--- src/hdl/tbd_params.svh ---
// ######################################
// Thread-block dispatch parameters
// Unit count and field widths
// ######################################

`ifndef TBD_PARAMS_SVH
`define TBD_PARAMS_SVH

// ######################################
// Cluster size
// ######################################

// Compute units served by the dispatcher
`define TBD_NUM_CU 4

// ######################################
// Allocate record fields
// ######################################

// Start program counter
`define TBD_PC_WIDTH 16
// Data / parameter pointer
`define TBD_ADDR_WIDTH 32
// Block index inside a thread group
`define TBD_TBLOCK_IDX_BITS 8
// Unique thread group identifier
`define TBD_TGROUP_ID_BITS 8

`endif

--- src/hdl/tbd_pkg.sv ---
// ######################################
// Thread-block dispatch types
// Field types and the allocate record
// ######################################

`default_nettype none

`include "tbd_params.svh"

package tbd_pkg;

    // Record fields
    typedef logic [`TBD_PC_WIDTH-1:0]        pc_t;
    typedef logic [`TBD_ADDR_WIDTH-1:0]      addr_t;
    typedef logic [`TBD_TBLOCK_IDX_BITS-1:0] tblock_idx_t;
    typedef logic [`TBD_TGROUP_ID_BITS-1:0]  tgroup_id_t;

    // One bit per compute unit
    typedef logic [`TBD_NUM_CU-1:0] cu_mask_t;

    // Everything a compute unit needs to start a thread block
    typedef struct packed {
        pc_t         pc;
        addr_t       dp_addr;
        tblock_idx_t tblock_idx;
        tgroup_id_t  tgroup_id;
    } alloc_data_t;

endpackage : tbd_pkg

`default_nettype wire

--- src/hdl/alloc_dispatch.sv ---
// ######################################
// Allocate dispatch
// Sends each block to the first free unit
// ######################################

`default_nettype none

`include "tbd_params.svh"

module alloc_dispatch (
    input  logic                                        clk_i,
    input  logic                                        rst_n_i,

    input  logic                                        allocate_warp_i,
    input  tbd_pkg::pc_t                                allocate_pc_i,
    input  tbd_pkg::addr_t                              allocate_dp_addr_i,
    input  tbd_pkg::tblock_idx_t                        allocate_tblock_idx_i,
    input  tbd_pkg::tgroup_id_t                         allocate_tgroup_id_i,
    output logic                                        warp_free_o,

    output tbd_pkg::cu_mask_t                           cu_alloc_valid_o,
    input  tbd_pkg::cu_mask_t                           cu_warp_free_i,
    output tbd_pkg::pc_t         [`TBD_NUM_CU-1:0]      cu_alloc_pc_o,
    output tbd_pkg::addr_t       [`TBD_NUM_CU-1:0]      cu_alloc_dp_addr_o,
    output tbd_pkg::tblock_idx_t [`TBD_NUM_CU-1:0]      cu_alloc_tblock_idx_o,
    output tbd_pkg::tgroup_id_t  [`TBD_NUM_CU-1:0]      cu_alloc_tgroup_id_o
);

    tbd_pkg::alloc_data_t                   alloc_rec;
    tbd_pkg::cu_mask_t                      slot_ready;
    tbd_pkg::cu_mask_t                      slot_valid;
    tbd_pkg::alloc_data_t [`TBD_NUM_CU-1:0] slot_out;

    assign alloc_rec = '{
        pc:         allocate_pc_i,
        dp_addr:    allocate_dp_addr_i,
        tblock_idx: allocate_tblock_idx_i,
        tgroup_id:  allocate_tgroup_id_i
    };

    // An allocate seen with no free slot is simply dropped
    assign warp_free_o = |slot_ready;

    // Lowest-index slot with room wins
    always_comb begin : select_slot
        logic found;
        found      = 1'b0;
        slot_valid = '0;
        for (int unsigned k = 0; k < `TBD_NUM_CU; k++) begin
            if (allocate_warp_i && slot_ready[k] && !found) begin
                slot_valid[k] = 1'b1;
                found         = 1'b1;
            end
        end
    end : select_slot

    for (genvar k = 0; k < `TBD_NUM_CU; k++) begin : gen_slot
        alloc_slot u_alloc_slot (
            .clk_i       (clk_i),
            .rst_n_i     (rst_n_i),
            .in_valid_i  (slot_valid[k]),
            .in_ready_o  (slot_ready[k]),
            .in_data_i   (alloc_rec),
            .out_valid_o (cu_alloc_valid_o[k]),
            .out_ready_i (cu_warp_free_i[k]),
            .out_data_o  (slot_out[k])
        );

        assign cu_alloc_pc_o[k]         = slot_out[k].pc;
        assign cu_alloc_dp_addr_o[k]    = slot_out[k].dp_addr;
        assign cu_alloc_tblock_idx_o[k] = slot_out[k].tblock_idx;
        assign cu_alloc_tgroup_id_o[k]  = slot_out[k].tgroup_id;
    end : gen_slot

endmodule : alloc_dispatch

`default_nettype wire

--- src/hdl/alloc_slot.sv ---
// ######################################
// Allocate slot
// Two-entry spill buffer for one unit
// ######################################

`default_nettype none

module alloc_slot (
    input  logic                 clk_i,
    input  logic                 rst_n_i,

    input  logic                 in_valid_i,
    output logic                 in_ready_o,
    input  tbd_pkg::alloc_data_t in_data_i,

    output logic                 out_valid_o,
    input  logic                 out_ready_i,
    output tbd_pkg::alloc_data_t out_data_o
);

    // Main entry drives the output, spill entry backs it up
    logic                 main_vld_q;
    logic                 spill_vld_q;
    tbd_pkg::alloc_data_t main_q;
    tbd_pkg::alloc_data_t spill_q;

    logic                 push;
    logic                 pop;
    logic                 main_load;
    logic                 spill_load;
    tbd_pkg::alloc_data_t main_d;

    // Spill entry is only ever full when main is full too
    assign in_ready_o  = ~spill_vld_q;
    assign out_valid_o = main_vld_q;
    assign out_data_o  = main_q;

    assign push = in_valid_i & in_ready_o;
    assign pop  = main_vld_q & out_ready_i;

    // Park the new record if main is stalled
    assign spill_load = push & main_vld_q & ~pop;

    // Refill main from spill first to keep arrival order
    assign main_load = (push & (~main_vld_q | pop)) | (spill_vld_q & pop);
    assign main_d    = spill_vld_q ? spill_q : in_data_i;

    always_ff @(posedge clk_i or negedge rst_n_i) begin
        if (!rst_n_i) begin
            main_vld_q  <= 1'b0;
            spill_vld_q <= 1'b0;
        end else begin
            main_vld_q  <= main_load | (main_vld_q & ~pop);
            spill_vld_q <= spill_load | (spill_vld_q & ~pop);
        end
    end

    always_ff @(posedge clk_i) begin
        if (main_load) begin
            main_q <= main_d;
        end
        if (spill_load) begin
            spill_q <= in_data_i;
        end
    end

endmodule : alloc_slot

`default_nettype wire

--- src/hdl/done_collect.sv ---
// ######################################
// Completion collector
// Round-robin merge of unit done reports
// ######################################

`default_nettype none

`include "tbd_params.svh"

module done_collect (
    input  logic                                      clk_i,
    input  logic                                      rst_n_i,

    input  tbd_pkg::cu_mask_t                         cu_done_i,
    input  tbd_pkg::tgroup_id_t [`TBD_NUM_CU-1:0]     cu_done_id_i,
    output tbd_pkg::cu_mask_t                         cu_done_ready_o,

    output logic                                      tblock_done_o,
    output tbd_pkg::tgroup_id_t                       tblock_done_id_o,
    input  logic                                      tblock_done_ready_i
);

    localparam int unsigned idx_w = (`TBD_NUM_CU > 1) ? $clog2(`TBD_NUM_CU) : 1;

    logic [idx_w-1:0]    rr_ptr_q;
    logic [idx_w-1:0]    grant_idx;
    logic                grant_found;
    tbd_pkg::cu_mask_t   grant;

    logic                out_vld_q;
    tbd_pkg::tgroup_id_t out_id_q;

    // ######################################
    // Arbiter
    // ######################################

    // Search starts at the pointer and wraps around
    always_comb begin : arbitrate
        int unsigned idx;
        idx         = 0;
        grant       = '0;
        grant_idx   = '0;
        grant_found = 1'b0;
        if (!out_vld_q && tblock_done_ready_i) begin
            for (int unsigned off = 0; off < `TBD_NUM_CU; off++) begin
                idx = (32'(rr_ptr_q) + off) % `TBD_NUM_CU;
                if (cu_done_i[idx] && !grant_found) begin
                    grant[idx]  = 1'b1;
                    grant_idx   = idx_w'(idx);
                    grant_found = 1'b1;
                end
            end
        end
    end : arbitrate

    assign cu_done_ready_o = grant;

    always_ff @(posedge clk_i or negedge rst_n_i) begin
        if (!rst_n_i) begin
            rr_ptr_q <= '0;
        end else if (grant_found) begin
            // Next search begins just past the winner
            if (grant_idx == idx_w'(`TBD_NUM_CU - 1)) begin
                rr_ptr_q <= '0;
            end else begin
                rr_ptr_q <= grant_idx + 1'b1;
            end
        end
    end

    // ######################################
    // Output register
    // ######################################

    assign tblock_done_o    = out_vld_q;
    assign tblock_done_id_o = out_id_q;

    always_ff @(posedge clk_i or negedge rst_n_i) begin
        if (!rst_n_i) begin
            out_vld_q <= 1'b0;
        end else if (grant_found) begin
            out_vld_q <= 1'b1;
        end else if (out_vld_q && tblock_done_ready_i) begin
            out_vld_q <= 1'b0;
        end
    end

    // Loads only while empty, so the ID holds until taken
    always_ff @(posedge clk_i) begin
        if (grant_found) begin
            out_id_q <= cu_done_id_i[grant_idx];
        end
    end

endmodule : done_collect

`default_nettype wire

--- src/hdl/tblock_dispatch.sv ---
// ######################################
// Thread-block dispatch top level
// Allocate fan-out and completion merge
// ######################################

`default_nettype none

`include "tbd_params.svh"

module tblock_dispatch (
    input  logic                                        clk_i,
    input  logic                                        rst_n_i,

    // New thread blocks from the scheduler
    input  logic                                        allocate_warp_i,
    input  tbd_pkg::pc_t                                allocate_pc_i,
    input  tbd_pkg::addr_t                              allocate_dp_addr_i,
    input  tbd_pkg::tblock_idx_t                        allocate_tblock_idx_i,
    input  tbd_pkg::tgroup_id_t                         allocate_tgroup_id_i,
    output logic                                        warp_free_o,

    // Toward the compute units
    output tbd_pkg::cu_mask_t                           cu_alloc_valid_o,
    input  tbd_pkg::cu_mask_t                           cu_warp_free_i,
    output tbd_pkg::pc_t         [`TBD_NUM_CU-1:0]      cu_alloc_pc_o,
    output tbd_pkg::addr_t       [`TBD_NUM_CU-1:0]      cu_alloc_dp_addr_o,
    output tbd_pkg::tblock_idx_t [`TBD_NUM_CU-1:0]      cu_alloc_tblock_idx_o,
    output tbd_pkg::tgroup_id_t  [`TBD_NUM_CU-1:0]      cu_alloc_tgroup_id_o,

    // Completions from the units
    input  tbd_pkg::cu_mask_t                           cu_done_i,
    input  tbd_pkg::tgroup_id_t  [`TBD_NUM_CU-1:0]      cu_done_id_i,
    output tbd_pkg::cu_mask_t                           cu_done_ready_o,

    // Merged completion stream
    output logic                                        tblock_done_o,
    output tbd_pkg::tgroup_id_t                         tblock_done_id_o,
    input  logic                                        tblock_done_ready_i
);

    alloc_dispatch u_alloc_dispatch (
        .clk_i                 (clk_i),
        .rst_n_i               (rst_n_i),
        .allocate_warp_i       (allocate_warp_i),
        .allocate_pc_i         (allocate_pc_i),
        .allocate_dp_addr_i    (allocate_dp_addr_i),
        .allocate_tblock_idx_i (allocate_tblock_idx_i),
        .allocate_tgroup_id_i  (allocate_tgroup_id_i),
        .warp_free_o           (warp_free_o),
        .cu_alloc_valid_o      (cu_alloc_valid_o),
        .cu_warp_free_i        (cu_warp_free_i),
        .cu_alloc_pc_o         (cu_alloc_pc_o),
        .cu_alloc_dp_addr_o    (cu_alloc_dp_addr_o),
        .cu_alloc_tblock_idx_o (cu_alloc_tblock_idx_o),
        .cu_alloc_tgroup_id_o  (cu_alloc_tgroup_id_o)
    );

    done_collect u_done_collect (
        .clk_i               (clk_i),
        .rst_n_i             (rst_n_i),
        .cu_done_i           (cu_done_i),
        .cu_done_id_i        (cu_done_id_i),
        .cu_done_ready_o     (cu_done_ready_o),
        .tblock_done_o       (tblock_done_o),
        .tblock_done_id_o    (tblock_done_id_o),
        .tblock_done_ready_i (tblock_done_ready_i)
    );

endmodule : tblock_dispatch

`default_nettype wire

--- config.mk ---
export PLATFORM = sky130hd
export DESIGN_NAME = tblock_dispatch
export DESIGN_NICKNAME = d
export VERILOG_FILES = /design/src/hdl/tbd_pkg.sv /design/src/hdl/alloc_dispatch.sv /design/src/hdl/alloc_slot.sv /design/src/hdl/done_collect.sv /design/src/hdl/tblock_dispatch.sv
export VERILOG_INCLUDE_DIRS = /design/src /design/src/hdl
export SDC_FILE = /design/constraint.sdc
export NUM_CORES = 1
export LEC_CHECK = 0
export BUFFER_PORTS_ARGS = -buffer_cell sky130_fd_sc_hd__buf_2
export CORE_MARGIN = 4
export CORE_UTILIZATION = 57
export CTS_BUF_LIST = sky130_fd_sc_hd__clkbuf_4
export DETAILED_ROUTE_END_ITERATION = 8
export GPL_ROUTABILITY_DRIVEN = 1
export GPL_TIMING_DRIVEN = 0
export PLACE_DENSITY_LB_ADDON = 0.3
export SLEW_MARGIN = 20
export SYNTH_ARGS = -nofsm -noshare
export SYNTH_HDL_FRONTEND = slang
export SYNTH_SLANG_ARGS = --single-unit
--- constraint.sdc ---
create_clock -name clk_i -period 11.6 [get_ports clk_i]
set_input_delay 2.32 -clock clk_i [delete_from_list [all_inputs] [get_ports clk_i]]
set_output_delay 2.32 -clock clk_i [all_outputs]
set_load 0.02 [all_outputs]
### After elaboration in Yosys (flattened, before gate mapping)

Index checks and enable logic that the tools add are counted.

* register bits after elaboration: 531
* latch bits: 0
* bits in writable memories: 0
* memory bits (read-only): 0
* bits of input ports: 108
* word-level logic and storage cells: 197
* memories kept: 0

* add/sub/neg operators: 4
* multipliers: 0
* divide/modulo/power cells: 0
* $lt $le $gt $ge: 9
* equality and inequality tests: 1
* shifts and indexed selects: 0
* mux-type cells: 52
* bitwise operators: 63
* reductions and logical operators: 25

Operators with widths (number)
* 2-to-1 mux 64 bit: 4
* AND 1 bit: 32
* 2-to-1 mux 4 bit: 8
* 2-to-1 mux 1 bit: 24
* binary-select mux 8 bit (select 2 bit): 1
* logical AND 1 bit: 16
* OR 1 bit: 16
* < comparator 2 x 3 -> 1 bit (second input constant): 5
* 2-to-1 mux 2 bit: 6
* NOT 1 bit: 12
* OR 4 bit: 3
* binary-select mux 1 bit (select 2 bit): 4
* demux 1 bit (select 2 bit): 4
* >= comparator 2 x 1 -> 1 bit (second input constant): 4
* 2-to-1 mux 8 bit: 1
* zero test 1 bit: 7
* adder 2 x 1 -> 2 bit (second input constant): 2
* adder 2 bit (second input constant): 2
* OR reduction 4 bit: 1
* equality test 2 bit (second input constant): 1
* nonzero test 2 bit: 1

### Logic depth before layout (Yosys ltp)

* word-level depth: 18
* depth in mapped cells: 11
* depth with buffers taken out: 8

### Hierarchy

A second synthesis with hierarchy kept.

* cells, all modules: 973
* area total of the unflattened synthesis: 20240.7 um^2

By module, submodules not included
* alloc_slot: instances 4, cells each 212, area each 4752.1 um^2, seq. area each 3893.7 um^2
* done_collect: instances 1, cells each 118, area each 1179.9 um^2, seq. area each 315.3 um^2
* alloc_dispatch: instances 1, cells each 7, area each 52.6 um^2, seq. area each 0.0 um^2

### Least setup slack after synthesis

No wires, ideal clock.

* path kind: input-to-reg
* start: in allocate_warp_i
* end: reg u_alloc_dispatch.gen_slot[2].u_alloc_slot.spill_q[0] (netlist bit), enable pin
* library setup time: 0.666 ns
* arrival time: 9.057 ns
* slack: 1.876 ns
* stages: 2
* buffers on the path: 0
* path through: nand3_1 -> nor4b_1

* word-level cells in the longest chain between the ends: 11

Ends and longest elaborated chain
* start, declared: line tblock_dispatch.sv:15 `input logic allocate_warp_i,`
* logical AND 1 bit: line alloc_dispatch.sv:50 `if (allocate_warp_i && slot_ready[k] && !found) begin`
* 2-to-1 mux 1 bit: line alloc_dispatch.sv:50
* zero test 1 bit: line alloc_dispatch.sv:50
* logical AND 1 bit: line alloc_dispatch.sv:50
* 2-to-1 mux 1 bit: line alloc_dispatch.sv:50
* zero test 1 bit: line alloc_dispatch.sv:50
* logical AND 1 bit (*): line alloc_dispatch.sv:50
* 2-to-1 mux 1 bit (*): line alloc_dispatch.sv:50
* AND 1 bit (*): line alloc_slot.sv:38 `assign push = in_valid_i & in_ready_o;`
* AND 1 bit (*) (2 in a row): line alloc_slot.sv:42 `assign spill_load = push & main_vld_q & ~pop;`
* named net u_alloc_dispatch.gen_slot[2].u_alloc_slot.spill_load: line alloc_slot.sv:30 `logic spill_load;`
* end signal, assigned: line alloc_slot.sv:63 `spill_q <= in_data_i;`
* end, declared: line alloc_slot.sv:25 `tbd_pkg::alloc_data_t spill_q;`

Mark *: on every way through the listed nets, which the timed path passes. The rest lies on a longest branch.
A chain may end at the register's enable or synchronous reset.

### Worst setup path after layout

* start: in cu_done_i[2]
* end: out cu_done_ready_o[1]

* word-level cells in the longest chain between the ends: 16

Ends and longest elaborated chain
* start, declared: line tblock_dispatch.sv:31 `input tbd_pkg::cu_mask_t cu_done_i,`
* binary-select mux 1 bit (select 2 bit): line done_collect.sv:47 `if (cu_done_i[idx] && !grant_found) begin`
* 2-to-1 mux 1 bit (not written as such): line done_collect.sv:47
* 2-to-1 mux 1 bit: line done_collect.sv:47
* 2-to-1 mux 1 bit: line done_collect.sv:44 `if (!out_vld_q && tblock_done_ready_i) begin`
* zero test 1 bit: line done_collect.sv:47
* logical AND 1 bit: line done_collect.sv:47
* 2-to-1 mux 1 bit: line done_collect.sv:47
* 2-to-1 mux 1 bit: line done_collect.sv:44
* zero test 1 bit: line done_collect.sv:47
* logical AND 1 bit: line done_collect.sv:47
* 2-to-1 mux 1 bit: line done_collect.sv:47
* 2-to-1 mux 1 bit: line done_collect.sv:44
* zero test 1 bit: line done_collect.sv:47
* logical AND 1 bit: line done_collect.sv:47
* 2-to-1 mux 4 bit (*): line done_collect.sv:47
* 2-to-1 mux 4 bit (*): line done_collect.sv:44
* end, declared: line tblock_dispatch.sv:33 `output tbd_pkg::cu_mask_t cu_done_ready_o,`

Every way passes the cells marked *; elsewhere a longest branch is shown, timed or not. The select of a mux whose other input is x is not followed.

==> reports/qor.yml <==
cells_and_area:
  design.final.nets: 1628
  drive_above_1_share_pct: 57.4
  area_delta_synth_final_pct: 24.0
  finalCoreUtilization_pct: 71.7
  non_filler_instance_count_after_layout: 2062
floorplanning:
  die-height_um: 195
  io-pin-count: 382
  placement_rows: 68
  coreArea_um2: 34500
  die_width_um: 195
  die_area_um2: 38000
  initial_utilization_pct: 57.8
drt:
  route.vias.total: 11200
  drt-total-wl_mm: 46.7
  dr.pass1.iters: 5
  route.detailed.vias_per_inst: 5.41
  wl_per_cell_um: 22.6
  initialDrtViolationCount: 852
  drc: 0
  antenna_violating_nets_post_route: 0
worst_setup_path:
  critical_path.startpoint_type: "primary input"
  worstPathCellList: "buf_2 -> mux4_2 -> nor4b_4 -> a221oi_1 -> nor2_1 -> buf_2"
  critPathMaxFanout: 8
  critical_path.max_stage_delay_ps: 610
  cp_max_stage_cell: "sky130_fd_sc_hd__mux4_2"
  worstSetupPathType: "in2out"
  worst_path_most_repeated_cell: "sky130_fd_sc_hd__buf_2"
  timing.critical_path.to_type: "output pin"
  worst-endpoint-required_ps: 9280
  worstPathArrival_ps: 3950
cts:
  cts.htree.levels: 4
  postCtsHoldBufs: 0
  clock_slew_seen_by_the_registers_of_the_worst_setup_and_hold_paths_ps: 70
  cts_buf_count: 134
  clock_insertion_delay_worst_skew_ps: 790
  cts_tree: "built"
  cts_buffer_depth: 3
  number_of_gates_given_a_new_drive_strength_after_cts: 0
  cts.root.buffer_cell: "sky130_fd_sc_hd__clkbuf_4"
  tritoncts_num_sinks: 531
  cts.repair_timing.setup_buffer_count: 0
global_routing:
  grt_antenna_before_repair: 8
  track_usage_pct: 24.3
  first_global_vias: 11500
  grt_pass1_wl_mm: 70.0
  met2_usage_pct: 38.7
  globalRouteOverflowTotal: 0
  busiest_layer: "met2"
  use_met3_pct: 7.94
  maximum_number_of_pins_on_one_net_before_global_route_repair: 36
  globalRouteMet1Util_pct: 31.9
place:
  gp_congestion: 0.810
  detailedPlacementHpwl_mm: 31.4
  placedCellCount: 1834
  portBuffers: 381
synth:
  netlist_instances: 945
  synth.lib_cells_used.distinct: 38
  synth_nets: 1058
  synthesis.area_per_instance_um2: 21.1
  synth_sequential_area_ratio_pct: 79.8
  synth_warnings: 0
  synth_area_um2: 19900
  synth-seq-cells: 531
timing:
  report.final.setup_viol: 0
  timing.final.max_slew_violations: 0
  hold_viol: 0
  max_slew.worst_pin.slew_ps: 914
  timing.final.crit_share_pct: 54.0
  clock.fmax_ghz: 0.160
  setup_repair_after_global_routing_missed_its_margin: "no"
  max-slew-margin-rel_pct: 39.1
  clock_skew_ps: 48.7
  hold_slack_ps: 501
  finalCriticalPeriod_ps: 6270
job:
  max_cap_violations: 0
outcome:
  outcome: "completed"
worst_hold_path:
  worstHoldPathType: "reg2reg"
power:
  total_leakage_power_nw: 9.15
  vdd_ir_drop_max_mv: 0.140
  pwr_density_cell_nw_per_um2: 223
==> cell type report <==
type / instances / area [µm²]
antenna: 10 / 25.0
buffer: 41 / 211
clock buffer: 185 / 1390
clock inverter: 33 / 241
fill: 2175 / 9770
inverter: 8 / 30.0
multi-input combinational: 365 / 3830
sequential: 531 / 15900
tap: 455 / 569
timing repair buffer: 434 / 2500
==> power breakdown <==
part	internal (W)	switching, W	total (W)	leakage (nW)
Sequential	0.00247	0.0000895	0.00256	4.88
Clock	0.000821	0.000707	0.00153	0.968
Combinational	0.000539	0.000871	0.00141	3.29
==> sequential cells by signal, indices dropped and copies added (netlist names) <==
signal,cells
u_alloc_dispatch.gen_slot.u_alloc_slot.spill_q,256
u_done_collect.rr_ptr_q,2
u_alloc_dispatch.gen_slot.u_alloc_slot.spill_vld_q,4
u_alloc_dispatch.gen_slot.u_alloc_slot.out_valid_o,4
u_done_collect.tblock_done_o,1
u_done_collect.tblock_done_id_o,8
u_alloc_dispatch.gen_slot.u_alloc_slot.out_data_o,256
==> Yosys cell counts, drive strengths merged <==
master,number,area share (%)
a211oi,1,0.038
nor2b,3,0.13
ha,5,0.31
a221oi,4,0.18
o211ai,2,0.10
inv,8,0.15
a21oi,12,0.30
nand3b,1,0.038
or3,1,0.057
a31oi,2,0.063
nand3,1,0.025
nand4,1,0.031
a22oi,6,0.23
nand2b,1,0.031
nand2,7,0.13
nor3b,2,0.075
edfxtp,520,78
and3,2,0.063
nor2,11,0.21
mux2i,26,1.3
nor4b,2,0.16
dfrtp,11,1.4
o21ai,10,0.27
o22ai,1,0.031
clkbuf,23,0.43
mux2,258,15
o21bai,1,0.038
mux4,4,0.47
xor2,1,0.082
buf,18,0.63
==> layout by cell type (no fill, tap or decap), types with 5 or more instances in the layout <==
master and instances:
sky130_fd_sc_hd__a21oi_1 10, sky130_fd_sc_hd__buf_6 18, sky130_fd_sc_hd__buf_16 6, sky130_fd_sc_hd__clkinv_1 20
sky130_fd_sc_hd__buf_2 390, sky130_fd_sc_hd__clkbuf_1 23, sky130_fd_sc_hd__inv_1 8, sky130_fd_sc_hd__ha_1 5
sky130_fd_sc_hd__o21ai_0 9, sky130_fd_sc_hd__buf_4 22, sky130_fd_sc_hd__clkbuf_4 185, sky130_fd_sc_hd__buf_1 9
sky130_fd_sc_hd__mux2_2 258, sky130_fd_sc_hd__nand2_1 7, sky130_fd_sc_hd__dfrtp_1 11, sky130_fd_sc_hd__edfxtp_1 520
sky130_fd_sc_hd__diode_2 10, sky130_fd_sc_hd__buf_8 6, sky130_fd_sc_hd__mux2i_1 26, sky130_fd_sc_hd__nor2_1 11
==> critical path: cells and delay by family <==
kind / cells / cell delay, ps
mux: 1 / 610
simple gates: 2 / 550
buf+inv: 2 / 310
compound gates: 1 / 160
==> metal layers <==
| layer | vias up | share of wire (%) | wire [µm] |
|---|---|---|---|
| met5 | - | 0.073 | 34 |
| met4 | 6 | 2.3 | 1080 |
| met3 | 68 | 8.6 | 4040 |
| met2 | 486 | 49 | 22900 |
| met1 | 5592 | 40 | 18600 |
| li1 | 4998 | - | - |
==> through the flow <==
step / area [µm²] / setup TNS (ps) / worst slack, ps / total power [W]
after detailed placement: 23000 / 0 / 5350 / 0.00401
after CTS: 24700 / 0 / 5350 / 0.00555
after global routing: 24700 / 0 / 5280 / 0.00575
after global placement: 22400 / -361110 / -4200 / 0.00396
final: 24700 / 0 / 5330 / 0.00550
after floorplan: 19900 / 0 / 1880 / 0.00347
==> cell families (layout without fill, tap and decap cells) <==
group                    after synthesis  in the layout  share of synthesized area, %
AO/OA/AOI/OAI                         39             39                          1.24
XOR/XNOR                               1              1                        0.0817
adder cells (fa/ha/maj)                5              5                         0.314
buffers and inverters                 49            701                          1.21
flip-flops                           531            531                          79.8
multiplexers                         288            288                          16.4
other                                  0             10                             0
AND/OR/NAND/NOR                       32             32                         0.955
==> path summary, 6_finish.rpt <==
| kind | start | endpoint | slack [ps] | depth (start not counted) |
|---|---|---|---|---|
| setup / recovery | cu_done_i[2] | cu_done_ready_o[1] | 5330 | 6 |
| hold / removal | register | register | 500 | 1 |
| setup reg to reg | register | register | 8020 | 8 |
| hold reg to reg | register | register | 500 | 1 |
| max in group asynchronous | rst_n_i | async pin | 9960 | 1 |
| min in group asynchronous | rst_n_i | u_done_collect.rr_ptr_q[0] | 1400 | 1 |
Note: power is estimated with default switching activity, not from simulation.
